## config.mk

```make
export PLATFORM = sky130hd
export DESIGN_NAME = adxl_timebase
export DESIGN_NICKNAME = d
export VERILOG_FILES = /design/src/adxl_pkg.sv /design/src/adxl_timebase.sv
export VERILOG_INCLUDE_DIRS = /design/src /design/src/src
export SDC_FILE = /design/constraint.sdc
export NUM_CORES = 1
export LEC_CHECK = 0
export ABC_CLOCK_PERIOD_IN_PS = 2760
export BUFFER_PORTS_ARGS = -buffer_cell sky130_fd_sc_hd__buf_4
export CAP_MARGIN = 30
export CORE_ASPECT_RATIO = 0.75
export CORE_MARGIN = 4
export CORE_UTILIZATION = 35
export CTS_CLUSTER_DIAMETER = 100
export DETAILED_ROUTE_END_ITERATION = 7
export HOLD_SLACK_MARGIN = 0.08
export SYNTH_ARGS = -nofsm -noshare
export SYNTH_HDL_FRONTEND = slang
export SYNTH_SLANG_ARGS = --single-unit
```

## constraint.sdc

```tcl
create_clock -name clk -period 2.76 [get_ports clk]
set_input_delay 0.276 -clock clk [delete_from_list [all_inputs] [get_ports clk]]
set_output_delay 0.276 -clock clk [all_outputs]
set_load 0.02 [all_outputs]
```

## src/adxl_defs.svh

```systemverilog
/* width, depth and reset default macros for the ADXL355 capture path
   tag characters used by the tag FIFO */
`ifndef ADXL_DEFS_SVH
`define ADXL_DEFS_SVH

// storage sizes
`define ADXL_TAG_AW 11 // tag FIFO address bits, 2048 chars
`define ADXL_BUF_AW 10 // frame buffer address bits

// timing
`define ADXL_CLKDIV 4 // clk cycles per clk_en pulse

// config register reset values
`define ADXL_DEF_CMD    8'h23   // read XYZ data registers
`define ADXL_DEF_LEN    4'd10   // cmd byte + 9 data bytes
`define ADXL_DEF_PERIOD 16'd200 // clk_en ticks per sync

// tag characters
`define ADXL_TAG_PULSE_CHAR 6'h21 // "!" priority pulse
`define ADXL_TAG_IDLE_CHAR  6'h20 // space when FIFO empty

`endif

```

## src/adxl_pkg.sv

```systemverilog
/* shared typedefs for the ADXL355 capture path
   and the sequencer state enum */
`include "adxl_defs.svh"

package adxl_pkg;

  typedef logic [7:0]              byte_t;     // one SPI byte
  typedef logic [5:0]              tag_t;      // 6-bit tag char
  typedef logic [3:0]              len_t;      // frame length incl. cmd byte
  typedef logic [`ADXL_BUF_AW-1:0] buf_addr_t; // frame buffer address
  typedef logic [15:0]             period_t;   // frame period in clk_en ticks

  // frame sequencer
  typedef enum logic [1:0] {
    SEQ_IDLE   = 2'd0, // waiting for sync
    SEQ_XFER   = 2'd1, // csn low, shifting
    SEQ_REPLAY = 2'd2  // channel 1 bytes to buffer
  } seq_state_t;

endpackage

```

## src/adxl_timebase.sv

```systemverilog
/* clk_en divider and frame sync timer
   new period applied at the next wrap */
`timescale 1ns/1ps
`include "adxl_defs.svh"

module adxl_timebase (
  input  logic              clk,
  input  logic              rst_n,
  input  adxl_pkg::period_t period,
  output logic              clk_en, // one clk every ADXL_CLKDIV
  output logic              sync    // one clk, with clk_en, every period ticks
);

  localparam int DIV_W = $clog2(`ADXL_CLKDIV);

  logic [DIV_W-1:0]  div;
  adxl_pkg::period_t tick_cnt;
  adxl_pkg::period_t period_q; // active period
  logic              div_wrap;
  logic              tick_wrap;

  assign div_wrap  = (div == DIV_W'(`ADXL_CLKDIV - 1));
  assign tick_wrap = (tick_cnt >= period_q - 16'd1);

  always_ff @(posedge clk)
  begin
    if (!rst_n)
    begin
      div      <= '0;
      clk_en   <= 1'b0;
      sync     <= 1'b0;
      tick_cnt <= '0;
      period_q <= `ADXL_DEF_PERIOD;
    end
    else
    begin
      clk_en <= div_wrap;
      sync   <= div_wrap && tick_wrap; // lands on a clk_en cycle
      div    <= div_wrap ? '0 : div + 1'b1;
      if (div_wrap)
      begin
        if (tick_wrap)
        begin
          tick_cnt <= '0;
          period_q <= period; // pick up host change
        end
        else
          tick_cnt <= tick_cnt + 16'd1;
      end
    end
  end

endmodule

```

; After elaboration in Yosys (flattened, before gate mapping)
; Cells that the tools add are included.
[word_totals]
reg_bits = 36
input_bits = 18
output_inout_bits = 2
word_cells = 15
[classes]
n_addsub = 3
n_lt_le_gt_ge = 1
n_eq_ne = 1
mux = 1
bitwise = 1
n_reduce_logical = 3
[op_table]
columns = op, n
row1 = 16-bit by 1-bit adder with 16-bit output (second input constant), 1
row2 = 16-bit >= comparator, 1
row3 = 16-bit two-way mux, 1
row4 = 16-bit by 1-bit subtractor with 16-bit output (second input constant), 1
row5 = 2-bit by 1-bit adder with 2-bit output (second input constant), 1
row6 = 2-bit equality test (second input constant), 1
row7 = 2-bit AND reduction, 1
row8 = 2-bit OR reduction, 1
row9 = 1-bit logical AND, 1
row10 = 1-bit NOT, 1

; Longest topological paths before layout
[depth]
word_depth = 3
ltp_mapped = 14
depth_no_buf = 12

; Least setup slack after synthesis
; Ideal clock, no wire load.
[synth_path]
path_kind = register to register
start = register period_q[2]
end = register period_q[1]
setup_time_ns = 0.072
arrival_ns = 2.633
setup_slack_ns = 0.055
path_stages_with_launch = 13
path_buffers = 2
period_less_slack_ns = 2.705
path_cell_list = dfxtp_1 -> nor3_1 -> nand3b_1 -> nor4_1 -> xnor2_1 -> ha_1 -> nand4_2 -> nor2b_2 -> nand2_1 -> a31oi_1 -> buf_6 -> buf_6 -> mux2i_1
[synth_via]
elab_chain_len = 3
[synth_rtl]
columns = element, line
row1 = from (decl), adxl_timebase.sv:18  ; adxl_pkg::period_t period_q;
row2 = from (signal assigned), adxl_timebase.sv:33  ; period_q <= `ADXL_DEF_PERIOD;
row3 = from (signal assigned), adxl_timebase.sv:45  ; period_q <= period;
row4 = 16-bit by 1-bit subtractor with 16-bit output, adxl_timebase.sv:23  ; assign tick_wrap = (tick_cnt >= period_q - 16'd1);
row5 = 16-bit >= comparator, adxl_timebase.sv:23
row6 = 2-bit AND reduction (no source line), n/a
; Every way passes these cells.
; A chain may end at the register's enable or synchronous reset.

; Worst setup path in the final report
[layout_path]
start = register period_q[2]
end = register period_q[10]
; Same word-level chain as after synthesis.

==> results.yml <==
final_layout:
  design_area_um2: 2888
  area_growth_pct: 29.16
  drive_above_1_share_pct: 31.43
  fin_nets: 317
  instances_no_fill: 358
  antennaDiodeCount: 0
  final_common_cell: "nand2_1"
  layout_common_cells: "nand2_1 (38), buf_4 (36), dfxtp_1 (35)"
critical_path:
  cp-start-kind: "flop"
  cp.required_ps: 2930
  cp.depth: 14
  crit_buf_inv: 3
  endpoint_kind: "flop"
  path_class: "reg -> reg"
  cpPeakStageDelay_ps: 340
  crit_family: "compound AO/OA/AOI/OAI gates"
  cp_slowest_cell: "ha_2"
  cp_cell_sequence: "nor3_2, buf_4, nand3b_1, nor2_2, nand2_1, xor2_1, ha_2, a21oi_2, a21boi_4, a211oi_2, a31oi_4, buf_12, clkbuf_16, mux2i_1"
  worstRegToRegCells: 14
  path_max_fanout: 6
  worstPathArrival_ps: 2920
sta:
  drv_slew: 0
  finalCriticalPeriod_ps: 2742
  finalSetupViolCount: 0
  fin_skew_ps: 6.474
  hold_viol_final: 0
  rsz0062_at_grt: "true"
  worst_slew_pin_slew_ps: 504.9
  slew_headroom_pct: 66.34
  timing.fmax_mhz: 364.7
  min_period_over_period_pct: 99.33
pwr:
  p_int_w: 0.0007802
  peakVddDrop_mv: 0.1529
  seq_power_share_pct: 53.1
  p_sw_w: 0.0002125
  p_leak_nw: 1.063
  power_density_nw_per_um2: 343.8
  p_clk_share_pct: 40.6
  swShare_pct: 21.41
  finalPower_w: 0.0009927
  power_frac_comb_pct: 6.3
clock_network:
  ctsLongestPathBuffers: 2
  cts_tree: "yes"
  cts-htree-levels: 2
  root_buffer: "clkbuf_8"
  cts_sinks: 36
  cts_buffers: 5
  clk_latency_ps: 290
  clkTransAtPathRegs_ps: 70
logic_synthesis:
  netlist_area_um2: 2236
  synth_top_area_cell: "dfxtp_1"
  ys_warn_count: 0
  syn_inst: 242
  synth.top_cell.area_share_pct: 32.23
  seq_area_frac_synth_pct: 32.23
  synthDistinctLibCells: 38
  ys_top_cells_by_area: "dfxtp_1 (32%), ha_1 (11%), mux2i_1 (7.2%)"
  syn_nets: 279
  synth-seq-cells: 36
  syn_area_per_cell_um2: 9.239
routing:
  avgViaCountPerCell: 4.827
  drc: 0
  dr_total_vias: 1728
  drt_wl_total_um: 4810
  drt_iter0_markers: 31
  detail_route.wl_per_cell_um: 13.44
  ant_nets: 0
  drtPass1Iterations: 4
worst_hold_path:
  holdPathStages: 3
  min_path_type: "in -> reg"
place:
  hpwlAfterDp_um: 3397
  place_inst: 346
  port-buffer-count: 19
  gp_congestion: 0.7672
  place_area_um2: 2582
floorplan:
  coreArea_um2: 6006
  die_y_um: 77.22
  ioPinCount: 20
  start_util_pct: 37.23
  dieArea_um2: 7744
  rows: 24
  die_width_um: 100.3
grt:
  grt_pass1_wl_um: 7838
  grt_pass1_vias: 1604
  grt.total_usage_pct: 12.59
  grt.overflow.total: 0
  grt_max_degree: 56
  antenna_found_initial: 0
outcome:
  outcome: "completed"
job:
  max-cap-violations: 0
[synth_stat cells, drive strengths merged]
| cell type | n |
|---|---|
| xor2 | 18 |
| nor3b | 13 |
| and2 | 2 |
| and4 | 6 |
| nor4 | 2 |
| nand3 | 11 |
| nor3 | 7 |
| a211oi | 1 |
| a21oi | 7 |
| clkbuf | 6 |
| nand4 | 5 |
| and3 | 2 |
| nand2b | 2 |
| ha | 19 |
| nand2 | 39 |
| nor2b | 8 |
| nand4b | 1 |
| a21boi | 3 |
| dfxtp | 36 |
| buf | 4 |
| mux2i | 16 |
| nor2 | 5 |
| a31oi | 1 |
| o21ai | 4 |
| a311oi | 1 |
| o2111ai | 4 |
| o211ai | 2 |
| xnor2 | 8 |
| a2111o | 1 |
| nand3b | 2 |
| inv | 6 |
[flip-flops by register name, indices dropped and copies added (netlist names)]
signal	count
period_q	16
tick_cnt	16
div	2
clk_en	1
sync	1
[cells by family after synthesis]
family	after synthesis	share of synthesized area [%]
AO/OA/AOI/OAI	24	7.498
XOR/XNOR	26	10.18
adder cells (fa/ha/maj)	19	10.63
buffers and inverters	16	3.749
flip-flops	36	32.23
multiplexers	16	7.163
AND/OR/NAND/NOR	105	28.54
[tightest hold or removal path, stage by stage]
cell	delay (ps)
buf_4	110
nand2_1	40
mux2i_1	50
[metrics by stage]
step           setup TNS, ps  setup slack [ps]  hold slack [ps]  utilization [%]
2_1_floorplan              0             55.30            403.3                -
3_3_place_gp          -257.6            -89.79            412.0            43.00
3_5_place_dp          -169.6            -53.12            417.8            43.00
4_1_cts               -59.37            -43.26            230.6            45.02
5_1_grt                -4163            -158.0            228.7            48.08
6_report                   0             18.38            232.0            48.08
[timing repair]
item                       CTS  global route
setup endpoints to repair   31            33
pin swaps                    2            14
gates resized for setup      5            23
cloned                       0             2
hold buffers                 0             0
buffers inserted             0             3
[metal layers]
layer  vias up  global-route usage, %  part of all wire (%)
met3         5                  4.080                   4.4
li1        934                      -                     -
met5         -                      0                     0
met1       758                  20.31                    57
met2        31                  15.48                    38
met4         0                  2.826                  0.79
[worst paths after layout]
kind	start	endpoint	slack [ps]
max	period_q[2]	period_q[10]	20
min reg2reg	div[0]	div[0]	430
min	period[2]	period_q[2]	230
max reg2reg	period_q[2]	period_q[10]	20
[power by group through the flow]
stage	Combinational [W]	Sequential (W)	Clock (W)
floorplan	0.0000330	0.000540	0
global placement	0.0000616	0.000539	0
detailed placement	0.0000623	0.000539	0
CTS	0.0000623	0.000527	0.000418
global route	0.0000696	0.000527	0.000438
finish	0.0000622	0.000527	0.000403
[area by class of cell]
| cell class | instances | area (um^2) |
|---|---|---|
| fill | 602 | 3118 |
| multi-input combinational | 190 | 1569 |
| sequential | 36 | 721.9 |
| timing repair buffer | 41 | 380.4 |
| tap | 78 | 97.59 |
| clock buffer | 7 | 96.34 |
| inverter | 6 | 22.52 |
Note: power is estimated with default switching activity, not from simulation.
