### src/adxl_defs.svh
/* width, depth and reset default macros for the ADXL355 capture path
   tag characters used by the tag FIFO */
`ifndef ADXL_DEFS_SVH
`define ADXL_DEFS_SVH

// storage sizes
`define ADXL_TAG_AW 11 // tag FIFO address bits, 2048 chars
`define ADXL_BUF_AW 10 // frame buffer address bits

// timing
`define ADXL_CLKDIV 4 // clk cycles per clk_en pulse

// config register reset values
`define ADXL_DEF_CMD    8'h23   // read XYZ data registers
`define ADXL_DEF_LEN    4'd10   // cmd byte + 9 data bytes
`define ADXL_DEF_PERIOD 16'd200 // clk_en ticks per sync

// tag characters
`define ADXL_TAG_PULSE_CHAR 6'h21 // "!" priority pulse
`define ADXL_TAG_IDLE_CHAR  6'h20 // space when FIFO empty

`endif

### src/adxl_pkg.sv
/* shared typedefs for the ADXL355 capture path
   and the sequencer state enum */
`include "adxl_defs.svh"

package adxl_pkg;

  typedef logic [7:0]              byte_t;     // one SPI byte
  typedef logic [5:0]              tag_t;      // 6-bit tag char
  typedef logic [3:0]              len_t;      // frame length incl. cmd byte
  typedef logic [`ADXL_BUF_AW-1:0] buf_addr_t; // frame buffer address
  typedef logic [15:0]             period_t;   // frame period in clk_en ticks

  // frame sequencer
  typedef enum logic [1:0] {
    SEQ_IDLE   = 2'd0, // waiting for sync
    SEQ_XFER   = 2'd1, // csn low, shifting
    SEQ_REPLAY = 2'd2  // channel 1 bytes to buffer
  } seq_state_t;

endpackage

### src/adxl_ctrl_regs.sv
/* host configuration registers: cmd, len, frame period, direct request
   byte writes, period assembled from two bytes */
`timescale 1ns/1ps
`include "adxl_defs.svh"

module adxl_ctrl_regs (
  input  logic              clk,
  input  logic              rst_n,
  input  logic              reg_wr,    // one-clk write strobe
  input  logic [1:0]        reg_addr,
  input  adxl_pkg::byte_t   reg_wdata,
  output adxl_pkg::byte_t   cmd,       // SPI command byte
  output adxl_pkg::len_t    len,       // bytes per frame incl. cmd
  output adxl_pkg::period_t period,    // clk_en ticks per sync
  output logic              direct     // host pin request
);

  // register map
  localparam logic [1:0] A_CMD   = 2'd0;
  localparam logic [1:0] A_LEN   = 2'd1;
  localparam logic [1:0] A_PER_L = 2'd2;
  localparam logic [1:0] A_PER_H = 2'd3; // bit 7 is direct

  always_ff @(posedge clk)
  begin
    if (!rst_n)
    begin
      cmd    <= `ADXL_DEF_CMD;
      len    <= `ADXL_DEF_LEN;
      period <= `ADXL_DEF_PERIOD;
      direct <= 1'b0;
    end
    else if (reg_wr)
    begin
      case (reg_addr)
        A_CMD:
          cmd <= reg_wdata;
        A_LEN:
          len <= reg_wdata[3:0]; // upper nibble ignored
        A_PER_L:
          period[7:0] <= reg_wdata;
        A_PER_H:
        begin
          period[15:8] <= {1'b0, reg_wdata[6:0]}; // 15-bit period reachable
          direct       <= reg_wdata[7];
        end
        default:
          cmd <= cmd;
      endcase
    end
  end

endmodule

### config.mk
export PLATFORM = sky130hd
export DESIGN_NAME = adxl_ctrl_regs
export DESIGN_NICKNAME = d
export VERILOG_FILES = /design/src/adxl_pkg.sv /design/src/adxl_ctrl_regs.sv
export VERILOG_INCLUDE_DIRS = /design/src /design/src/src
export SDC_FILE = /design/constraint.sdc
export NUM_CORES = 1
export LEC_CHECK = 0
export BUFFER_PORTS_ARGS = -buffer_cell sky130_fd_sc_hd__buf_2
export CORE_MARGIN = 10
export CORE_UTILIZATION = 51
export CTS_CLUSTER_SIZE = 16
export DETAILED_ROUTE_END_ITERATION = 8
export GPL_ROUTABILITY_DRIVEN = 0
export PLACE_DENSITY = 0.82
export SETUP_SLACK_MARGIN = 0.02
export SKIP_CTS_REPAIR_TIMING = 1
export SLEW_MARGIN = 5
export SYNTH_ARGS = -nofsm -noshare
export SYNTH_HDL_FRONTEND = slang
export SYNTH_SLANG_ARGS = --single-unit
### constraint.sdc
create_clock -name clk -period 1.5 [get_ports clk]
set_clock_uncertainty 0.2 [all_clocks]
set_input_delay 0.075 -clock clk [delete_from_list [all_inputs] [get_ports clk]]
set_output_delay 0.075 -clock clk [all_outputs]
set_load 0.005 [all_outputs]
* After elaboration in Yosys (flattened, before gate mapping)
Index checks and enable logic that the tools add are counted.
Word-level totals: logic and storage cells 13, output and inout port bits 29, register bits 28, input port bits 13
Operators by class: eq/ne operators 3, reduce and logical (&&, ||, !) cells 5
Operator list (count):
- 2-bit AND reduction | 4
- 2-bit == test, second input constant | 2
- 2-bit by 1-bit == test with 1-bit output, second input constant | 1
- 2-bit zero test | 1

* Depth between registers and ports, before layout
depth after elaboration 2, depth in mapped cells 4, depth with buffers taken out 2

* Least setup slack after synthesis
OpenSTA, ideal clock, no wires.
kind input to register, start input reg_addr[0], end register period[0], cell stages on the path 4, path buffers 2, slack 0.503 ns, arrival 0.725 ns, required time 1.228 ns, library setup time 0.072 ns, cells stage by stage buf_4 and3b_1 buf_6 mux2i_1
Between the ends: cells in the longest elaborated chain, start to end 2
RTL lines:
- start: declaration | line adxl_ctrl_regs.sv:10 | input logic [1:0] reg_addr,
- 2-bit == test | line adxl_ctrl_regs.sv:35 | case (reg_addr)
- 2-bit AND reduction (no line)
- end signal: assignment | line adxl_ctrl_regs.sv:30 | period <= `ADXL_DEF_PERIOD;
- end signal: assignment | line adxl_ctrl_regs.sv:41 | period[7:0] <= reg_wdata;
- end: declaration | line adxl_ctrl_regs.sv:14 | output adxl_pkg::period_t period,
No other way between the ends. A chain may end at the register's enable or synchronous reset.

* Final worst setup path
start input rst_n, end register period[7]
RTL lines:
- start: declaration | line adxl_ctrl_regs.sv:8 | input logic rst_n,
No word-level cell between the ends.

==> Implementation_results.wiki <==
{| class="wikitable"
! Metric !! Value
|-
| Ant diodes || 0
|-
| Detailed-route wire length || 2960 um
|-
| Filler Cells Inserted || 183
|-
| Final worst setup slack || 0.261 ns
|-
| Detail-routed net length per standard cell || 15.4 um
|-
| Capture endpoint of the worst hold path || cmd[0]
|-
| Final Util || 70.0%
|-
| Final worst hold slack || -0.0241 ns
|-
| Maximum clock insertion buffer count || 2
|-
| Clock tree sinks || 28
|-
| Via count of the first global-routing pass || 927
|-
| Fin. max-slew vios || 0
|-
| Dominant cells by area after synthesis || sky130_fd_sc_hd__dfxtp_1 (48%), sky130_fd_sc_hd__mux2i_1 (21%), sky130_fd_sc_hd__nand2_1 (9.1%)
|-
| Final Cycle Share || 82.6%
|-
| Unrepaired setup endpoints after global routing || no
|-
| PortBufs || 40
|-
| Share of flip-flops with an asynchronous set or reset || 0%
|-
| Worst Path Required || 1.52 ns
|-
| Total power consumption of the routed design || 1.46 mW
|-
| Maximum fanout count along the critical path || 30
|-
| Clk slew on worst S/H paths || 0.14 ns
|-
| Proportion of power drawn by combinational gates || 12.4%
|-
| CP top delay family || buffers and inverters
|-
| Number of distinct library cell variants in the gate-level netlist after synthesis || 18
|-
| Total vias in the final route || 958
|-
| Violated checks || negative hold slack
|-
| Gate Count Post-Synth || 114
|-
| Top cell type's share of synthesized area || 48.3%
|-
| Total track usage || 12.1%
|-
| Number of placement rows || 17
|-
| Sequential cell fraction of total power || 53.9%
|-
| Relative area change from synthesis to final layout || 32.0%
|-
| Total Nets Final || 178
|-
| Crit path largest cell delay || 0.70 ns
|-
| Share of cells above drive strength 1 || 30.5%
|-
| Ys flop type || sky130_fd_sc_hd__dfxtp_1
|-
| Max Freq || 807 MHz
|-
| Number of synthesized register bits || 28
|-
| Number of antenna violations at the first check in global routing || 0
|-
| Number of cell instances on the worst register-to-register path || 2
|-
| Overflow after GRT || 0
|-
| Switching power as a share of total power || 22.2%
|-
| Endpoint class of the critical path || flip-flop
|-
| Total setup violations reported at the end of the flow || 0
|-
| Area enclosed by the die boundary || 4590 sq um
|-
| Root buf cell || sky130_fd_sc_hd__clkbuf_4
|-
| Register area share after synthesis || 48.3%
|-
| MaxCap Viol Count || 0
|-
| DRC violation count after routing || 0
|-
| Setup slack at placement || 0.181 ns
|-
| Half-perimeter wire length after detailed placement || 2170 um
|-
| Wire length of the first global-routing pass || 4300 um
|-
| Starting Density || 53.0%
|-
| Reg2reg start || period[4]
|-
| Die H || 67.7 um
|-
| Number of enable flip-flop cells after synthesis || 0
|-
| Violation count after the first detailed-routing iteration || 32
|-
| Post-layout minimum cycle time || 1.24 ns
|-
| Max VDD drop || 808 uV
|-
| CTS buffer count || 3
|-
| Static leakage power || 0.744 nW
|-
| End of the worst register-to-register path || period[4]
|-
| Type of the most critical hold path || in2reg
|-
| Total negative slack for setup checks || 0 ns
|-
| Internal cell power || 1.13 mW
|-
| Die X-Extent || 67.7 um
|-
| Clk network pwr share || 33.8%
|-
| Buffering stage count on the worst path with inverters included || 2
|-
| Source-to-sink clock delay at the later pin of the worst-skew pair || 0.32 ns
|-
| Startpoint type of the worst setup path || primary input
|-
| Detailed Routing Iterations Pass 1 || 4
|-
| WHS Path Cells || 3
|-
| Count of nets left with antenna violations after detail routing || 0
|-
| Core ar. || 2190 sq um
|-
| Average footprint of a synthesized cell || 10.2 sq um
|-
| Worst reg-to-reg setup slack || 0.61 ns
|-
| CP Cell Sequence || buf_2, dlygate4sd3_1, o211ai_2
|-
| Fin. Hold Viols || 3
|-
| CP arrival || 1.25 ns
|-
| Pin count of the biggest net entering global routing || 32
|-
| Slowest stage cell on the critical path || sky130_fd_sc_hd__dlygate4sd3_1
|-
| Critical hold path startpoint || reg_addr[1]
|-
| Number of top-level design ports || 42
|-
| Number of synthesis warnings || 0
|-
| Top cell types by occurrence after synthesis || sky130_fd_sc_hd__dfxtp_1 (28), sky130_fd_sc_hd__nand2_1 (28), sky130_fd_sc_hd__mux2i_1 (24)
|-
| Syn nets || 127
|-
| Outcome || finished, violations left
|-
| H-tree depth || 1
|-
| Setup CP Type || in2reg
|-
| Library cell occupying the most area in the post-synthesis netlist || sky130_fd_sc_hd__dfxtp_1
|-
| Net switching power figure || 0.324 mW
|-
| CTS tree || built
|-
| Power per Cell Area || 951 nW/um^2
|-
| Cell area after synthesis || 1160 sq um
|-
| Post-detailed-route via-to-cell ratio || 4.99
|}
[cell families after synthesis]
logic type | Yosys count | share of synthesized area (%)
simple gates | 43 | 19.8
other cells | 1 | 0.323
compound gates | 4 | 3.45
flops | 28 | 48.3
mux | 24 | 20.7
buf+inv | 14 | 7.43
[layout by cell type, fill, tap and decap left out, drive strengths merged]
cell,netlist,routed
bufinv,0,1
nor3b,1,1
clkbuf,1,3
nor2b,6,6
nand3b,1,1
nand3,1,1
o211ai,4,4
and3b,2,2
inv,4,4
mux2i,24,24
nand4b,2,2
buf,9,42
dlygate4sd3,0,14
conb,1,1
nand4bb,2,2
dfxtp,28,28
nand2,28,28
[worst max path at each step]
stage                 to  cells after the start  slack (ns)        start
3_3_place_gp   period[4]                      3        0.29  reg_addr[0]
6_report       period[7]                      3        0.26        rst_n
5_1_grt        period[7]                      3        0.22        rst_n
4_1_cts        period[4]                      1        0.40    period[4]
3_5_place_dp   period[4]                      3        0.18  reg_addr[0]
2_1_floorplan  period[0]                      4        0.50  reg_addr[0]
[worst min-delay path, stage by stage]
cell                        delay (ns)
sky130_fd_sc_hd__buf_2            0.15
sky130_fd_sc_hd__nand4bb_1        0.14
sky130_fd_sc_hd__o211ai_1         0.09
[area by class of cell]
cell class | count | area, sq um | area share (%)
Multi-Input combinational cell | 72 | 514 | 33.6
Clock inverter | 1 | 30.0 | 1.96
Timing Repair Buffer | 56 | 355 | 23.2
Tap cell | 28 | 35.0 | 2.29
Sequential cell | 28 | 561 | 36.6
Inverter | 4 | 15.0 | 0.980
Clock buffer | 3 | 22.5 | 1.47
[flip-flops by register name, indices dropped and copies added, names as in the netlist]
register / flops
direct: 1
period: 15
len: 4
cmd: 8
[through the flow]
stage / std cells / instance area, sq um
after global placement: 174 / 1340
after detailed placement: 174 / 1340
after global routing: 192 / 1530
after floorplan: 114 / 1160
final: 192 / 1530
after CTS: 178 / 1390
[power groups by stage]
stage	registers [mW]	logic, mW	clock network [mW]
final	0.785	0.180	0.493
after global routing	0.789	0.197	0.527
after CTS	0.785	0.152	0.494
after detailed placement	0.801	0.151	0
after global placement	0.801	0.145	0
after floorplan	0.804	0.0937	0
[per-layer routing]
metal | GRT usage [%] | up-vias | routed length, um
met5 | 0 | - | 0
met4 | 3.85 | 0 | 19
met3 | 4.63 | 2 | 237
met2 | 21.5 | 31 | 1480
met1 | 13.0 | 450 | 1230
li1 | - | 475 | -
Power figures use the tool's default switching activity.
