`src/adxl_defs.svh`:
```
/* width, depth and reset default macros for the ADXL355 capture path
   tag characters used by the tag FIFO */
`ifndef ADXL_DEFS_SVH
`define ADXL_DEFS_SVH

// storage sizes
`define ADXL_TAG_AW 11 // tag FIFO address bits, 2048 chars
`define ADXL_BUF_AW 10 // frame buffer address bits

// timing
`define ADXL_CLKDIV 4 // clk cycles per clk_en pulse

// config register reset values
`define ADXL_DEF_CMD    8'h23   // read XYZ data registers
`define ADXL_DEF_LEN    4'd10   // cmd byte + 9 data bytes
`define ADXL_DEF_PERIOD 16'd200 // clk_en ticks per sync

// tag characters
`define ADXL_TAG_PULSE_CHAR 6'h21 // "!" priority pulse
`define ADXL_TAG_IDLE_CHAR  6'h20 // space when FIFO empty

`endif

```
`src/adxl_pkg.sv`:
```
/* shared typedefs for the ADXL355 capture path
   and the sequencer state enum */
`include "adxl_defs.svh"

package adxl_pkg;

  typedef logic [7:0]              byte_t;     // one SPI byte
  typedef logic [5:0]              tag_t;      // 6-bit tag char
  typedef logic [3:0]              len_t;      // frame length incl. cmd byte
  typedef logic [`ADXL_BUF_AW-1:0] buf_addr_t; // frame buffer address
  typedef logic [15:0]             period_t;   // frame period in clk_en ticks

  // frame sequencer
  typedef enum logic [1:0] {
    SEQ_IDLE   = 2'd0, // waiting for sync
    SEQ_XFER   = 2'd1, // csn low, shifting
    SEQ_REPLAY = 2'd2  // channel 1 bytes to buffer
  } seq_state_t;

endpackage

```
`src/adxl_spi_reader.sv`:
```
/* ADXL355 frame sequencer with dual MISO capture and tag stamping
   channel 1 replay buffer, direct-mode pin mux */
`timescale 1ns/1ps

module adxl_spi_reader (
  input  logic            clk,
  input  logic            rst_n,
  input  logic            clk_en,    // one-clk tick, half an sclk period
  input  logic            sync,      // frame request
  input  adxl_pkg::byte_t cmd,
  input  adxl_pkg::len_t  len,
  input  logic            direct,    // host asks for the pins
  input  adxl_pkg::tag_t  tag_data,
  input  logic            miso0,
  input  logic            miso1,
  input  logic            host_sclk,
  input  logic            host_mosi,
  input  logic            host_csn,
  output logic            tag_req,   // one clk at frame start
  output logic            direct_en, // pins granted to host
  output logic            adxl_sclk,
  output logic            adxl_mosi,
  output logic            adxl_csn,
  output adxl_pkg::byte_t wrdata,
  output logic            wr16,
  output logic            frame_start
);

  adxl_pkg::seq_state_t state;
  logic [7:0]           idx;       // clk_en ticks since start
  logic [7:0]           idx_end;   // len*16+4
  adxl_pkg::byte_t      cmd_q;
  adxl_pkg::len_t       len_q;
  logic                 start;
  logic                 tick;      // clk_en inside transfer
  logic                 sclk_en;
  logic                 csn_q;
  logic                 sclk_q;
  adxl_pkg::byte_t      mosi_sr;
  adxl_pkg::byte_t      sh0;
  adxl_pkg::byte_t      sh1;
  adxl_pkg::byte_t      cap0;      // shift value incl. current bit
  adxl_pkg::byte_t      cap1;
  adxl_pkg::byte_t      stamp0;
  adxl_pkg::byte_t      stamp1;
  logic                 byte_done;
  logic                 keep;      // byte position is stored
  logic                 store;
  logic                 rep_wr;
  logic                 tflag;     // this stored byte carries a tag bit
  logic [1:0]           tbit;      // tag bit index, channel 0
  logic [2:0]           tbit1;     // tag bit index, channel 1
  logic                 first_wr;
  adxl_pkg::byte_t      rep_buf [6]; // channel 1 bytes held until csn rises
  logic [2:0]           rep_wi;
  logic [2:0]           rep_ri;

  assign idx_end   = {len_q, 4'h4};
  assign start     = (state == adxl_pkg::SEQ_IDLE) && sync && !direct_en;
  assign tick      = (state == adxl_pkg::SEQ_XFER) && clk_en;
  assign cap0      = {sh0[6:0], miso0};
  assign cap1      = {sh1[6:0], miso1};
  assign byte_done = tick && sclk_en && (idx[3:0] == 4'h1); // 8th rising phase of a byte
  assign store     = byte_done && keep;
  assign rep_wr    = (state == adxl_pkg::SEQ_REPLAY) && (rep_ri != rep_wi);
  assign tbit1     = {1'b0, tbit} + 3'd3;
  assign stamp0    = tflag ? {cap0[7:1], tag_data[tbit]} : cap0;
  assign stamp1    = tflag ? {cap1[7:1], tag_data[tbit1]} : cap1;

  // idx[7:4]-1 is the byte number, keep 2,3 5,6 8,9
  always_comb
  begin
    case (idx[7:4])
      4'd3, 4'd4, 4'd6, 4'd7, 4'd9, 4'd10: keep = 1'b1;
      default:                            keep = 1'b0;
    endcase
  end

  always_ff @(posedge clk)
  begin
    if (!rst_n)
    begin
      state     <= adxl_pkg::SEQ_IDLE;
      idx       <= '0;
      tag_req   <= 1'b0;
      direct_en <= 1'b0;
      csn_q     <= 1'b1;
      sclk_en   <= 1'b0;
      sclk_q    <= 1'b0;
      rep_ri    <= '0;
    end
    else
    begin
      tag_req <= start;
      case (state)
        adxl_pkg::SEQ_IDLE:
        begin
          if (start)
          begin
            state <= adxl_pkg::SEQ_XFER;
            idx   <= '0;
          end
          else if (clk_en)
            direct_en <= direct; // grant moves only while idle
        end
        adxl_pkg::SEQ_XFER:
        begin
          if (clk_en)
          begin
            idx <= idx + 8'd1;
            if (idx == idx_end - 8'd1) // csn rises on this tick
            begin
              state  <= adxl_pkg::SEQ_REPLAY;
              rep_ri <= '0;
            end
          end
        end
        adxl_pkg::SEQ_REPLAY:
        begin
          if (rep_ri == rep_wi)
            state <= adxl_pkg::SEQ_IDLE;
          else
            rep_ri <= rep_ri + 3'd1;
        end
        default: state <= adxl_pkg::SEQ_IDLE;
      endcase
      if (tick)
      begin
        if (idx == 8'd0)
          csn_q <= 1'b0;
        else if (idx == idx_end - 8'd1)
          csn_q <= 1'b1;
        if (idx == 8'd1)
          sclk_en <= 1'b1;
        else if (idx == idx_end - 8'd3) // after len*8 rising edges
          sclk_en <= 1'b0;
        sclk_q <= sclk_en & idx[0]; // high on odd ticks
      end
    end
  end

  // mosi changes on falling phase, cmd loaded ahead of first rise
  always_ff @(posedge clk)
  begin
    if (!rst_n)
      mosi_sr <= '0;
    else if (tick && !idx[0])
      mosi_sr <= (idx == 8'd2) ? cmd_q : {mosi_sr[6:0], 1'b0};
  end

  always_ff @(posedge clk)
  begin
    if (!rst_n)
    begin
      tflag    <= 1'b0;
      tbit     <= '0;
      rep_wi   <= '0;
      first_wr <= 1'b0;
      wr16        <= 1'b0;
      frame_start <= 1'b0;
    end
    else
    begin
      wr16        <= store || rep_wr;
      frame_start <= store && first_wr;
      if (start)
      begin
        tflag    <= 1'b0;
        tbit     <= '0;
        rep_wi   <= '0;
        first_wr <= 1'b1;
      end
      else if (store)
      begin
        tflag    <= ~tflag;
        tbit     <= tflag ? tbit + 2'd1 : tbit;
        rep_wi   <= rep_wi + 3'd1;
        first_wr <= 1'b0;
      end
    end
  end

  always_ff @(posedge clk)
  begin
    if (start)
    begin
      cmd_q <= cmd;
      len_q <= len;
    end
    if (tick && sclk_en && idx[0]) // sample on rising phase
    begin
      sh0 <= cap0;
      sh1 <= cap1;
    end
    if (store)
      rep_buf[rep_wi] <= stamp1;
    if (rep_wr)
      wrdata <= rep_buf[rep_ri];
    else if (store)
      wrdata <= stamp0; // channel 0 straight out
  end

  // host passthrough
  assign adxl_csn  = direct_en ? host_csn  : csn_q;
  assign adxl_sclk = direct_en ? host_sclk : sclk_q;
  assign adxl_mosi = direct_en ? host_mosi : mosi_sr[7];

endmodule

```
`config.mk`:
```
export PLATFORM = sky130hd
export DESIGN_NAME = adxl_spi_reader
export DESIGN_NICKNAME = d
export VERILOG_FILES = /design/src/adxl_pkg.sv /design/src/adxl_spi_reader.sv
export VERILOG_INCLUDE_DIRS = /design/src /design/src/src
export SDC_FILE = /design/constraint.sdc
export NUM_CORES = 1
export LEC_CHECK = 0
export BUFFER_PORTS_ARGS = -buffer_cell sky130_fd_sc_hd__buf_2
export CELL_PAD_IN_SITES_DETAIL_PLACEMENT = 0
export CELL_PAD_IN_SITES_GLOBAL_PLACEMENT = 1
export CORE_UTILIZATION = 44
export CTS_CLUSTER_SIZE = 28
export DETAILED_ROUTE_END_ITERATION = 12
export GPL_ROUTABILITY_DRIVEN = 0
export PLACE_DENSITY = 0.74
export SYNTH_ARGS = -nofsm -noshare
export SYNTH_HDL_FRONTEND = slang
export SYNTH_SLANG_ARGS = --single-unit
```
`constraint.sdc`:
```
create_clock -name clk -period 2.8 [get_ports clk]
set_input_delay 0.56 -clock clk [delete_from_list [all_inputs] [get_ports clk]]
set_output_delay 0.56 -clock clk [all_outputs]
set_load 0.01 [all_outputs]
```
Yosys cells after proc, flatten, opt, wreduce, memory -nomap -nowiden:

Memories as Yosys holds them, arrays and structs flattened. A register that Yosys moved wholly into a read port is not among the register bits.
Cells that the tools add are included.
Widths: inputs -> output; s select.

* logic and storage cells: 119
* bits in writable memories: 48
* memories kept: 1
* output and inout port bits: 15
* register bits after elaboration: 69
* bits of input ports: 28

* eq/ne operators: 20
* $lt $le $gt $ge: 2
* bitwise logic cells: 4
* multiplexer cells: 35
* reduce and logical (&&, ||, !) cells: 30
* add/subtract/negate cells: 7

Memories
* rep_buf: words 6, width 8, rd ports 1, clocked after memory_dff 1, wr ports 1, RTL line adxl_spi_reader.sv:54 `adxl_pkg::byte_t rep_buf [6];`

Operators with widths (number)
* $mux 8: 5
* $eq 8x8->1: 2
* $mux 1: 16
* $pmux 8 s2: 1
* $mux 3: 5
* $eq 4x3->1 const B: 3
* $reduce_bool 2->1: 6
* $logic_and 1x1->1: 10
* $add 8x1->8 const B: 1
* $eq 4x4->1 const B: 2
* $eq 8x1->1 const B: 1
* $eq 8x2->1 const B: 1
* $logic_not 8->1: 1
* $mux 2: 4
* $reduce_and 4->1: 2
* $sub 8x1->8 const B: 1
* $sub 8x2->8 const B: 1
* $add 3x1->3 const B: 2
* $ne 2x2->1 const B: 3
* $pmux 2 s3: 1
* $pmux 3 s2: 1
* $reduce_and 2->1: 3
* $reduce_and 3->1: 2
* $reduce_or 6->1: 1
* 19 further kinds: 23

Depth between registers and ports, before layout:

Gate-level depths: netlist of run 1.

* word-level depth: 7
* mapped depth: 6

Worst setup path after synthesis of run 1:

OpenSTA, ideal clock, no wires.

* kind: input to register
* start point: input sync
* end point: register rep_wi[2]
* buffers on the path: 0
* setup slack: 0.010 ns
* data arrival time: 2.673 ns
* cell stages on the path: 4
* path through: nor4b_1 > nand2b_1 > nor2_1 > a41o_1

* cells in the longest elaborated chain, start to end: 3

RTL lines
* start, declared: RTL line adxl_spi_reader.sv:9 `input logic sync,`
* $logic_and 1x1->1 (2 in a row): RTL line adxl_spi_reader.sv:59 `assign start = (state == adxl_pkg::SEQ_IDLE) && sync && !direct_en;`
* $reduce_or 2->1 (no source line)
* end signal, assigned: RTL line adxl_spi_reader.sv:177 `rep_wi <= rep_wi + 3'd1;`
* end, declared: RTL line adxl_spi_reader.sv:55 `logic [2:0] rep_wi;`

Every way passes these cells.
A chain may end at the register's enable or synchronous reset.

Worst setup path in the final report of run 1:

* start point: register state[0]
* end point: memory rep_buf[4][6] (netlist bit) (enable)

* cells in the longest elaborated chain, start to end: 7

RTL lines
* start, declared: RTL line adxl_spi_reader.sv:29 `adxl_pkg::seq_state_t state;`
* start signal, assigned: RTL line adxl_spi_reader.sv:83 `state <= adxl_pkg::SEQ_IDLE;`
* start signal, assigned: RTL line adxl_spi_reader.sv:100 `state <= adxl_pkg::SEQ_XFER;`
* start signal, assigned: RTL line adxl_spi_reader.sv:113 `state <= adxl_pkg::SEQ_REPLAY;`
* $eq 2x1->1: RTL line adxl_spi_reader.sv:60 `assign tick = (state == adxl_pkg::SEQ_XFER) && clk_en;`
* $logic_and 1x1->1: RTL line adxl_spi_reader.sv:60
* $logic_and 1x1->1 (2 in a row): RTL line adxl_spi_reader.sv:63 `assign byte_done = tick && sclk_en && (idx[3:0] == 4'h1);`
* $logic_and 1x1->1: RTL line adxl_spi_reader.sv:64 `assign store = byte_done && keep;`
* $mux 1: RTL line adxl_spi_reader.sv:195 `if (store)`
* $mux 1 (implied by the code): RTL line adxl_spi_reader.sv:196 `rep_buf[rep_wi] <= stamp1;`
* end, declared: RTL line adxl_spi_reader.sv:54

Every way passes these cells.

==> summary.md, run 1 <==
| Metric | Value |
|---|---|
| Run status | `completed` |
| Cell with the largest stage delay on the worst path | `sky130_fd_sc_hd__dfxtp_1` |
| Worst endpoint required time | `around 3000 ps` |
| Power density over the cells | `679 nW/µm²` |
| Fin Hold WS | `about 220 ps` |
| Number of pins exceeding their max-slew limit in the final report | `0` |
| First-pass DRT Iterations | `4` |
| Maximum level of the CTS H-tree | `4` |
| Max-slew headroom at the worst pin | `0.440` |
| Number of routed nets with antenna violations | `0` |
| Final total power | `3970 µW` |
| Post-synth cell types | `55` |
| Final Hold Violating Endpoints | `0` |
| Share of synthesized flip-flops with an asynchronous set or reset | `0` |
| Warning count from the yosys run | `0` |
| CORE AREA | `10800 µm²` |
| VDD IR max | `0.391 mV` |
| Leakage component of the power | `~0.0020 µW` |
| Max capacitance violation total | `0` |
| Clock period minus final worst setup slack | `2180 ps` |
| HPWL Detailed | `about 7 mm` |
| GRT overflow | `0` |
| DRT Wirelength | `between 9 and 10 mm` |
| Cell with the most instances on the worst path | `sky130_fd_sc_hd__buf_4` |
| Critical Path AT | `around 2400 ps` |
| Detailed Route Iter0 Violations | `between 150 and 200` |
| Final setup viols | `0` |
| Ports placed on the boundary | `between 40 and 50` |
| Count of input and output buffers | `42` |
| Final Cycle Share | `0.780` |
| Share of post-route cells with drive strength above 1 | `0.249` |
| Cell chain of the critical path | `nor2b_1, buf_4, and4_1, nand2_2, nor4_1, buf_4` |
| Vias per cell | `approximately 5.4` |
| Sort of element at the start of the critical path | `flip-flop` |
| CTS tree | `yes` |
| Worst min path class | `in -> reg` |
| First-pass GRT wire length | `16.1 mm` |
| Gate count after technology mapping | `370` |
| CTS Buffer Depth | `2` |
| Number of post-CTS setup repair buffers | `0` |
| Clk pin slew, worst setup/hold paths | `~60 ps` |
| Via count | `3128` |
| Synthesis-to-layout area growth | `19.4%` |
| Number of diodes | `0` |
| Average cell area after synthesis | `13.2 µm²` |
| Number of flops mapped to enable cells by yosys | `82` |
| Hold-fix buffers at CTS | `0` |
| Maximum number of pins on one net before global-route repair | `22` |
| Largest stage delay, worst path | `480 ps` |
| X dimension of the die | `around 110 µm` |
| Global routing usage summed across all routing layers | `0.192` |
| Total instance count after detailed placement | `roughly 550` |
| Post-route DRC | `0` |
| Slew @ Worst Pin | `between 800 and 900 ps` |
| Final core occ | `0.539` |
| Share of the yosys chip area belonging to registers | `0.658` |
| Routed wire length per instance | `17.2 µm` |
| Post-Synthesis Net Count | `405` |
| Initial Utilization | `0.452` |
| Leading register cell type out of synthesis | `sky130_fd_sc_hd__edfxtp_1` |
| Post-synthesis register bit count | `120` |
| Final non-filler cell total | `about 580` |
| Total die area | `between 10000 and 15000 µm²` |
| Number of clock buffers inserted by TritonCTS | `17` |
| Cell area after synthesis | `between 4000 and 5000 µm²` |
| Critical path type | `reg -> reg` |
| Max FO, Critical Path | `10` |
| Unrepaired setup endpoints after global routing | `no` |
| CP Buf/Inv Count | `2` |
| Dominant delay contributor by cell family on the critical path | `simple AND/OR/NAND/NOR gates` |
| Number of placement rows | `38` |
| Master cell of the clock root buffer | `sky130_fd_sc_hd__clkbuf_8` |
| Max frequency | `around 460 MHz` |
| Element type at the critical path end | `flip-flop` |
| Post-cts gate resize count | `0` |
| Number of antenna violations at the first check in global routing | `0` |
| Via count of the first global-routing pass | `roughly 3100` |
| Clock insertion delay at the later pin of the skew report | `510 ps` |
| Worst setup skew after layout | `8.47 ps` |
| TNS Setup | `0 ps` |
| Die height | `roughly 110 µm` |
| Final nets | `~460` |
| Total number of clock tree sinks | `120` |
-- metrics by stage --
stage          worst slack, ps  instance area, µm²
2_1_floorplan             10.3                4890
3_3_place_gp               621                5310
3_5_place_dp               496                5310
4_1_cts                    642                5850
5_1_grt                    461                5850
6_report                   616                5850
-- routing by layer --
| layer | up-vias | GRT usage | wire length, µm |
|---|---|---|---|
| li1 | 1519 | - | - |
| met1 | 1533 | 0.254 | 4540 |
| met2 | 67 | 0.304 | 4960 |
| met3 | 9 | 0.0521 | 356 |
| met4 | 0 | 0.0724 | 125 |
| met5 | - | 0 | 0 |
-- cell usage after synthesis, types with 8 or more instances --
cell type                  instances  area (µm²)
sky130_fd_sc_hd__nand4_1           8        50.1
sky130_fd_sc_hd__inv_1            10        37.5
sky130_fd_sc_hd__a31oi_1           9        56.3
sky130_fd_sc_hd__a21oi_1          13        65.1
sky130_fd_sc_hd__mux2i_1           9        90.1
sky130_fd_sc_hd__o21ai_0          31         155
sky130_fd_sc_hd__clkbuf_1          8        30.0
sky130_fd_sc_hd__nor2_1           15        56.3
sky130_fd_sc_hd__dfxtp_1          38         761
sky130_fd_sc_hd__nand2_1          43         161
sky130_fd_sc_hd__edfxtp_1         82        2460
sky130_fd_sc_hd__mux4_2           10         225
-- cells by family (layout without fill, tap and decap cells) --
| logic type | after synthesis | count (layout) | synth area share |
|---|---|---|---|
| DFF | 120 | 120 | 0.658 |
| and+or+nand+nor | 102 | 102 | 0.106 |
| AOI/OAI and AO/OA | 78 | 78 | 0.0976 |
| buffers and inverters | 27 | 98 | 0.0227 |
| muxes | 24 | 24 | 0.0759 |
| xor gates and xnor gates | 12 | 12 | 0.0215 |
| adders and majority gates | 7 | 7 | 0.0179 |
-- worst register-to-register path, delay by kind of cell (launching register included) --
kind | cells | cell delay (ps)
buf+inv | 2 | 380
simple gates | 4 | 1040
flops | 1 | 480
-- power breakdown --
| group | internal, µW | switching, µW | total [µW] |
|---|---|---|---|
| logic | 53.0 | 67.0 | 120 |
| registers | 1910 | 16.2 | 1920 |
| clock network | 1100 | 820 | 1920 |
| total | 3060 | 903 | 3970 |
-- sequential cells by signal, indices dropped and copies added (netlist names), 4 cells and up, named ones only --
register and cells:
cmd_q 8, len_q 4, wrdata 8, idx 8, sh0 7, sh1 7
rep_buf 48, mosi_sr 8
-- layout by cell type (no fill, tap or decap), drive strengths merged, types with 8 or more instances in the layout --
master / n
mux2i: 9
mux4: 10
dfxtp: 38
a31oi: 9
nand2: 44
edfxtp: 82
a21oi: 14
o21ai: 32
inv: 18
nand4: 8
nor2: 15
buf: 55
clkbuf: 17
-- path summary, 6_finish.rpt --
path                            slack, ps            end  cells after the start      from
worst max-delay path                  620  rep_buf[4][6]                      6  state[0]
worst max register to register        620  rep_buf[4][6]                      6  state[0]
worst min register to register        440    frame_start                      2  first_wr
worst min-delay path                  220       len_q[2]                      1    len[2]
-- cell type report --
cell class              instances  area (µm²)
flip-flops and latches        120        3220
multi-input cells             223        1570
repair buffers                 55         308
clock inverters                15         118
clock buffers                  17         414
well taps                     140         175
fillers                       966        4990
inverters                      11        41.3
Power figures use the tool's default switching activity.
==> run 2: changes to the inputs <==
- ABC_AREA: unset -> 1
- CORE_UTILIZATION: 44 -> 42
- clock period: 2.8 -> 1.84 ns (I/O delays scaled with it)
==> run 2 against run 1 <==
Compared with the run above:
- largest cell class unchanged
- flip-flop and latch count did not move
- the flow now finishes with violations (DRC)
- clock power rose by 65%
- sequential power rose by 53%
==> summary.md, run 2 <==
| Metric | Value |
|---|---|
| Final setup viols | `0 (unchanged)` |
| Clk pin slew, worst setup/hold paths | `60 ps (about the same)` |
| Flip-flop count of the largest register, all copies and words added | `48 (unchanged)` |
| Via count | `3548 (was 3128)` |
| Adder-cell share of the synthesized area | `0.0173 (was 0.0179)` |
| DRT Wirelength | `9.75 mm (was 9.98 mm)` |
| Most common cell after layout, fill and taps aside | `sky130_fd_sc_hd__nand2_1 (was sky130_fd_sc_hd__edfxtp_1)` |
| Number of clock buffers inserted by TritonCTS | `17 (unchanged)` |
| Number of pins exceeding their max-slew limit in the final report | `0 (unchanged)` |
| Summed area of non-filler cells in the final layout | `6250 µm² (was 5850 µm²)` |
| Slew @ Worst Pin | `521 ps (was 832 ps)` |
| Via count of the first global-routing pass | `3507 (was 3067)` |
| Worst setup skew after layout | `16.1 ps (was 8.47 ps)` |
| Gate count after technology mapping | `490 (was 370)` |
| Master cell of the clock root buffer | `sky130_fd_sc_hd__clkbuf_16 (was sky130_fd_sc_hd__clkbuf_8)` |
| First-pass GRT wire length | `16.6 mm (was 16.1 mm)` |
| VDD IR max | `0.738 mV (was 0.391 mV)` |
| Fraction of post-synthesis cell area in the top cell type by area | `0.488 (was 0.503)` |
| Violations in the final reports | `DRC` |
| Post-synthesis register bit count | `120 (unchanged)` |
| Critical path type | `reg -> reg (unchanged)` |
| Number of routed nets with antenna violations | `0 (unchanged)` |
| Worst min path class | `in -> reg (unchanged)` |
| First-pass DRT Iterations | `8 (was 4)` |
| Detailed Route Iter0 Violations | `171 (was 172)` |
| Topmost layer with routed signal wires | `met4 (unchanged)` |
| Total die area | `12500 µm² (was 11500 µm²)` |
| Sort of element at the start of the critical path | `flip-flop (unchanged)` |
| Synth area leader | `sky130_fd_sc_hd__edfxtp_1 (unchanged)` |
| Initial Utilization | `0.437 (was 0.452)` |
| Clock period minus final worst setup slack | `1740 ps (was 2180 ps)` |
| Critical Path AT | `1860 ps (was 2410 ps)` |
| HPWL Detailed | `6.95 mm (was 7.03 mm)` |
| Maximum number of pins on one net before global-route repair | `25 (was 22)` |
| Number of antenna violations at the first check in global routing | `0 (unchanged)` |
| Max FO, Critical Path | `8 (was 10)` |
| TNS Setup | `0 ps (unchanged)` |
| Number of placement rows | `39 (was 38)` |
| Synthesis-to-layout area growth | `23.7% (was 19.4%)` |
| Xor/xnor share of the synthesized area | `0.0104 (was 0.0215)` |
| Commonest cells after routing, fill and taps aside | `sky130_fd_sc_hd__nand2_1 (91), sky130_fd_sc_hd__edfxtp_1 (82), sky130_fd_sc_hd__nor2_1 (75) (was sky130_fd_sc_hd__edfxtp_1 (82), sky130_fd_sc_hd__nand2_1 (43), sky130_fd_sc_hd__buf_2 (42))` |
| Max-slew headroom at the worst pin | `0.653 (was 0.440)` |
| Total number of clock tree sinks | `120 (unchanged)` |
| Wire length on met1 | `4.19 mm (was 4.54 mm)` |
| Vias per cell | `4.88 (was 5.38)` |
| GRT overflow | `0 (unchanged)` |
| Share of the yosys chip area belonging to registers | `0.638 (was 0.658)` |
| Worst endpoint required time | `1960 ps (was 3020 ps)` |
| Maximum level of the CTS H-tree | `4 (unchanged)` |
| Cell area after synthesis | `5050 µm² (was 4890 µm²)` |
| Most flop-heavy register | `rep_buf (unchanged)` |
| Routed wire length per instance | `13.4 µm (was 17.2 µm)` |
| Share of synthesized flip-flops with an asynchronous set or reset | `0 (unchanged)` |
| Number of flops mapped to enable cells by yosys | `82 (unchanged)` |
| Leakage component of the power | `0.00248 µW (was 0.00202 µW)` |
| Count of input and output buffers | `42 (unchanged)` |
| Final Cycle Share | `0.944 (was 0.780)` |
| CORE AREA | `11600 µm² (was 10800 µm²)` |
| Mux cell area share after synthesis | `0 (was 0.0759)` |
| Post-Synthesis Net Count | `525 (was 405)` |
| Total length of routed met2 wires | `5.13 mm (was 4.96 mm)` |
| Compound-Gate Fraction of Synth Area | `0.0912 (was 0.0976)` |
| Share of post-route cells with drive strength above 1 | `0.233 (was 0.249)` |
| Ports placed on the boundary | `43 (unchanged)` |
| Filler cell count in the final layout | `979 (was 966)` |
| Dominant combinational cell family by area after synthesis | `simple AND/OR/NAND/NOR gates (unchanged)` |
| Most frequent cell after synthesis | `sky130_fd_sc_hd__nand2_1 (was sky130_fd_sc_hd__edfxtp_1)` |
| Leading register cell type out of synthesis | `sky130_fd_sc_hd__edfxtp_1 (unchanged)` |
| CTS Buffer Depth | `2 (unchanged)` |
| Final total power | `6350 µW (was 3970 µW)` |
| Max capacitance violation total | `0 (unchanged)` |
| Final nets | `606 (was 463)` |
| Post-route DRC | `1 (was 0)` |
| DR WL met3 | `260 µm (was 356 µm)` |
| Unrepaired setup endpoints after global routing | `no (unchanged)` |
| Max frequency | `576 MHz (was 458 MHz)` |
| Element type at the critical path end | `flip-flop (unchanged)` |
| Global routing usage summed across all routing layers | `0.174 (was 0.192)` |
| CTS tree | `yes (unchanged)` |
| Clock insertion delay at the later pin of the skew report | `410 ps (was 510 ps)` |
| Warning count from the yosys run | `0 (unchanged)` |
| Number of diodes | `0 (unchanged)` |
| Post-synth cell types | `35 (was 55)` |
| Instance area at placement | `5620 µm² (was 5310 µm²)` |
| Die height | `112 µm (was 107 µm)` |
| Final Hold Violating Endpoints | `0 (unchanged)` |
| Average cell area after synthesis | `10.3 µm² (was 13.2 µm²)` |
| Final core occ | `0.540 (was 0.539)` |
| Top cells by count, synth | `sky130_fd_sc_hd__nand2_1 (91), sky130_fd_sc_hd__edfxtp_1 (82), sky130_fd_sc_hd__nor2_1 (75), sky130_fd_sc_hd__o21ai_0 (41), sky130_fd_sc_hd__inv_1 (40) (was sky130_fd_sc_hd__edfxtp_1 (82), sky130_fd_sc_hd__nand2_1 (43), sky130_fd_sc_hd__dfxtp_1 (38), sky130_fd_sc_hd__o21ai_0 (31), sky130_fd_sc_hd__nor2_1 (15))` |
| Fraction of the mapped netlist area in simple logic gates | `0.195 (was 0.106)` |
| Cell types with the largest area share after synthesis | `sky130_fd_sc_hd__edfxtp_1 (49%), sky130_fd_sc_hd__dfxtp_1 (15%), sky130_fd_sc_hd__nand2_1 (6.8%) (was sky130_fd_sc_hd__edfxtp_1 (50%), sky130_fd_sc_hd__dfxtp_1 (16%), sky130_fd_sc_hd__mux4_2 (4.6%))` |
| Power density over the cells | `1020 nW/µm² (was 679 nW/µm²)` |
| Run status | `finished with violations (was completed)` |
| X dimension of the die | `112 µm (was 107 µm)` |
[run 2: cell types whose count changed in the layout (fill, tap and decap cells not counted), sizes merged, moves of 5 or more]
cell	delta
nand2	+54
nand3	+13
nor3	+13
mux2	-5
inv	+28
mux2i	-9
o211ai	+7
a21oi	+6
nor4	-7
nor2	+64
mux4	-10
buf	+19
o21ai	+11
[run 2: through the flow]
step	setup WS (ps)	std cells	hold slack [ps]
final	103	727	124
after detailed placement	23.1	693	442
after global placement	99.1	693	433
after global routing	14.6	727	112
after CTS	8.95	725	114
after floorplan	-59.2	490	425
[run 2: final timing paths]
kind	from	end	slack, ps	cells after the start
worst max register to register	idx[1]	rep_buf[0][7]	100	9
worst max-delay path	idx[1]	rep_buf[0][7]	100	9
worst min-delay path	cmd[6]	cmd_q[6]	120	1
worst min register to register	sh0[0]	sh0[1]	460	0
[run 2: where the power goes]
group	internal (µW)	leakage, µW	switching [µW]
logic	98.9	0.00115	151
registers	2910	0.00105	20.1
clock network	1990	0.000271	1180
total	5000	0.00248	1350
[run 2: layout make-up]
type | instances | area (µm²) | share of cell area
Sequential cell | 120 | 3220 | 0.516
Multi-Input combinational cell | 312 | 1610 | 0.257
Timing Repair Buffer | 74 | 483 | 0.0773
Clock buffer | 17 | 425 | 0.0681
Tap cell | 143 | 179 | 0.0286
Inverter | 46 | 174 | 0.0278
Clock inverter | 15 | 155 | 0.0248
[run 2: cell families after synthesis]
| logic type | count (synthesis) |
|---|---|
| simple gates | 216 |
| fa+ha+maj | 7 |
| compound gates | 83 |
| buf+inv | 58 |
| flops | 120 |
| xor+xnor | 6 |
[run 2: critical path, cell delays in order, from the launching register on]
cell and delay, ps:
sky130_fd_sc_hd__dfxtp_1 340, sky130_fd_sc_hd__inv_2 80, sky130_fd_sc_hd__ha_1 150, sky130_fd_sc_hd__nand2_2 80, sky130_fd_sc_hd__nor3_4 180, sky130_fd_sc_hd__nand2_2 80
sky130_fd_sc_hd__clkinv_2 90, sky130_fd_sc_hd__nand2_4 80, sky130_fd_sc_hd__nor3_4 210, sky130_fd_sc_hd__buf_12 150
[run 2: per-layer routing]
| layer | vias to the layer above | GRT usage |
|---|---|---|
| met5 | - | 0 |
| met4 | 0 | 0.0766 |
| met3 | 13 | 0.0430 |
| met2 | 51 | 0.314 |
| met1 | 1647 | 0.194 |
| li1 | 1837 | - |
[run 2: timing repair]
item,in CTS,in global routing
setup buffers,0,2
setup endpoints to repair,0,48
gates resized for setup,0,5
hold buffers,0,0
==> run 3: changes to the inputs <==
- clock period: 1.84 -> 1.5 ns (I/O delays scaled with it)
==> run 3 against run 2 <==
Compared with the run above:
- the run ends with DRC, setup timing left
- final area up 9.4%
- worst hold slack got worse by 76 ps
- utilization is 5.1 points higher
- clock power rose by 31%
- first-iteration DRC count grew 61%
- wire length grew 9.7%
- non-clock buffer count is 33 higher
- global-route usage rose by 1.2 points
- via count up 6.4%
- die area unchanged
- fmax increased by 7.3%
- sequential power grew 23%
==> summary.md, run 3 (synthesized netlist as in run 2, its figures left out) <==
| Metric | Value |
|---|---|
| Run status | `finished with violations (unchanged)` |
| Violations in the final reports | `DRC, setup timing (was DRC)` |
| Worst endpoint required time | `1630 ps (was 1960 ps)` |
| Area occupied by multi-input gates | `1800 µm² (was 1610 µm²)` |
| Fin Hold WS | `48.3 ps (was 124 ps)` |
| Slew @ Worst Pin | `427 ps (was 521 ps)` |
| Smallest setup slack after layout | `-119 ps (was 103 ps)` |
| Element type at the critical path end | `flip-flop (unchanged)` |
| Critical Path AT | `1750 ps (was 1860 ps)` |
| Final nets | `640 (was 606)` |
| Power density over the cells | `1190 nW/µm² (was 1020 nW/µm²)` |
| Filler cell count in the final layout | `954 (was 979)` |
| Final core occ | `0.591 (was 0.540)` |
| VDD IR max | `0.694 mV (was 0.738 mV)` |
| Number of diodes | `0 (unchanged)` |
| Hold-fix buffers at CTS | `0 (unchanged)` |
| Unrepaired setup endpoints after global routing | `yes (was no)` |
| Count of input and output buffers | `42 (unchanged)` |
| DRT Wirelength | `10.7 mm (was 9.75 mm)` |
| Maximum number of pins on one net before global-route repair | `25 (unchanged)` |
| Flip-flop count of the largest register, all copies and words added | `48 (unchanged)` |
| Share of post-route cells with drive strength above 1 | `0.342 (was 0.233)` |
| Number of pins exceeding their max-slew limit in the final report | `0 (unchanged)` |
| Post-route DRC | `2 (was 1)` |
| Worst min path class | `in -> reg (unchanged)` |
| Storage cell area | `3240 µm² (was 3220 µm²)` |
| Final Cycle Share | `1.08 (was 0.944)` |
| Number of placement rows | `39 (unchanged)` |
| Max FO, Critical Path | `8 (unchanged)` |
| CP Buf/Inv Count | `3 (unchanged)` |
| CTS Buffer Depth | `2 (unchanged)` |
| Post-place setup slack | `-149 ps (was 23.1 ps)` |
| Master cell of the clock root buffer | `sky130_fd_sc_hd__clkbuf_16 (unchanged)` |
| Sort of element at the start of the critical path | `flip-flop (unchanged)` |
| Final setup viols | `56 (was 0)` |
| HPWL Detailed | `7.51 mm (was 6.95 mm)` |
| Via count | `3774 (was 3548)` |
| X dimension of the die | `112 µm (unchanged)` |
| Synthesis-to-layout area growth | `35.3% (was 23.7%)` |
| Clock insertion delay at the later pin of the skew report | `420 ps (was 410 ps)` |
| Critical path type | `reg -> reg (unchanged)` |
| First-pass DRT Iterations | `9 (was 8)` |
| Clock period minus final worst setup slack | `1620 ps (was 1740 ps)` |
| Via count of the first global-routing pass | `3678 (was 3507)` |
| Max-slew headroom at the worst pin | `0.715 (was 0.653)` |
| CORE AREA | `11600 µm² (unchanged)` |
| Cell chain of the critical path | `inv_2, ha_4, nand2_4, nor3_4, nand2_2, clkinv_4, nand2_8, nor3_4, buf_12 (was inv_2, ha_1, nand2_2, nor3_4, nand2_2, clkinv_2, nand2_4, nor3_4, buf_12)` |
| Largest stage delay, worst path | `320 ps (was 340 ps)` |
| Most common cell after layout, fill and taps aside | `sky130_fd_sc_hd__edfxtp_1 (was sky130_fd_sc_hd__nand2_1)` |
| Ports placed on the boundary | `43 (unchanged)` |
| Number of antenna violations at the first check in global routing | `0 (unchanged)` |
| Worst setup skew after layout | `9.86 ps (was 16.1 ps)` |
| CTS tree | `yes (unchanged)` |
| Number of routed nets with antenna violations | `0 (unchanged)` |
| Die height | `112 µm (unchanged)` |
| Cell with the most instances on the worst path | `sky130_fd_sc_hd__nor3_4` |
| Most flop-heavy register | `rep_buf (unchanged)` |
| Dominant delay contributor by cell family on the critical path | `simple AND/OR/NAND/NOR gates (unchanged)` |
| Total number of clock tree sinks | `120 (unchanged)` |
| Max capacitance violation total | `0 (unchanged)` |
| GRT overflow | `0 (unchanged)` |
| Leakage component of the power | `0.00270 µW (was 0.00248 µW)` |
| Commonest cells after routing, fill and taps aside | `sky130_fd_sc_hd__edfxtp_1 (82), sky130_fd_sc_hd__nand2_1 (81), sky130_fd_sc_hd__nor2_1 (71) (was sky130_fd_sc_hd__nand2_1 (91), sky130_fd_sc_hd__edfxtp_1 (82), sky130_fd_sc_hd__nor2_1 (75))` |
| Number of clock buffers inserted by TritonCTS | `17 (unchanged)` |
| Maximum level of the CTS H-tree | `4 (unchanged)` |
| Routed wire length per instance | `14.1 µm (was 13.4 µm)` |
| Global routing usage summed across all routing layers | `0.186 (was 0.174)` |
| Vias per cell | `4.97 (was 4.88)` |
| Detailed Route Iter0 Violations | `276 (was 171)` |
| Initial Utilization | `0.437 (unchanged)` |
| Max frequency | `618 MHz (was 576 MHz)` |
| Clk pin slew, worst setup/hold paths | `50 ps (was 60 ps)` |
| Total die area | `12500 µm² (unchanged)` |
| Final Hold Violating Endpoints | `0 (unchanged)` |
| First-pass GRT wire length | `17.6 mm (was 16.6 mm)` |
| Final total power | `8130 µW (was 6350 µW)` |
| Cell with the largest stage delay on the worst path | `sky130_fd_sc_hd__dfxtp_2 (was sky130_fd_sc_hd__dfxtp_1)` |
[run 3: worst paths after layout]
kind,from,cells after the start,slack [ps],end
worst min register to register,sh0[4],0,450,sh0[5]
worst max-delay path,idx[1],9,-120,rep_buf[1][0]
worst max register to register,idx[1],9,-120,rep_buf[1][0]
worst min-delay path,len[2],1,50,len_q[2]
[run 3: worst reg2reg max path: stages, from the launching register on]
cell and delay [ps]:
sky130_fd_sc_hd__dfxtp_2 320, sky130_fd_sc_hd__inv_2 60, sky130_fd_sc_hd__ha_4 130, sky130_fd_sc_hd__nand2_4 60, sky130_fd_sc_hd__nor3_4 180, sky130_fd_sc_hd__nand2_2 100, sky130_fd_sc_hd__clkinv_4 100, sky130_fd_sc_hd__nand2_8 70
sky130_fd_sc_hd__nor3_4 160, sky130_fd_sc_hd__buf_12 150
[run 3: per-layer routing]
layer / share of wire / GRT usage / routed length, µm / vias to the layer above
met4: 0.022 / 0.0892 / 240 / 0
met2: 0.53 / 0.331 / 5720 / 78
met1: 0.41 / 0.207 / 4390 / 1769
met3: 0.032 / 0.0479 / 347 / 20
met5: 0 / 0 / 0 / -
li1: - / - / - / 1907
[run 3: layout make-up]
class,instances,share of cell area
flip-flops and latches,120,0.475
multi-input cells,312,0.263
repair buffers,107,0.118
clock buffers,17,0.0623
inverters,46,0.0277
clock inverters,14,0.0267
well taps,143,0.0262
repair inverters,1,0.00110
[run 3: through the flow]
step / cell area [µm²] / cells / TNS (ps)
finish: 6830 / 760 / -5240
global route: 6830 / 760 / -9590
CTS: 6670 / 756 / -5550
detailed placement: 6020 / 723 / -6900
global placement: 6020 / 723 / -4290
floorplan: 5160 / 490 / -10420
[run 3: timing repair]
action,4_1_cts,5_1_grt
buffers inserted,2,3
pin swaps,1,7
endpoints found under the setup margin,66,90
cloned,0,1
endpoints found under the hold margin,0,0
resized for setup,6,52
[run 3: where the power goes]
group	switching [µW]	internal [µW]
clock	1420	2740
combinational	216	155
sequential	27.9	3570
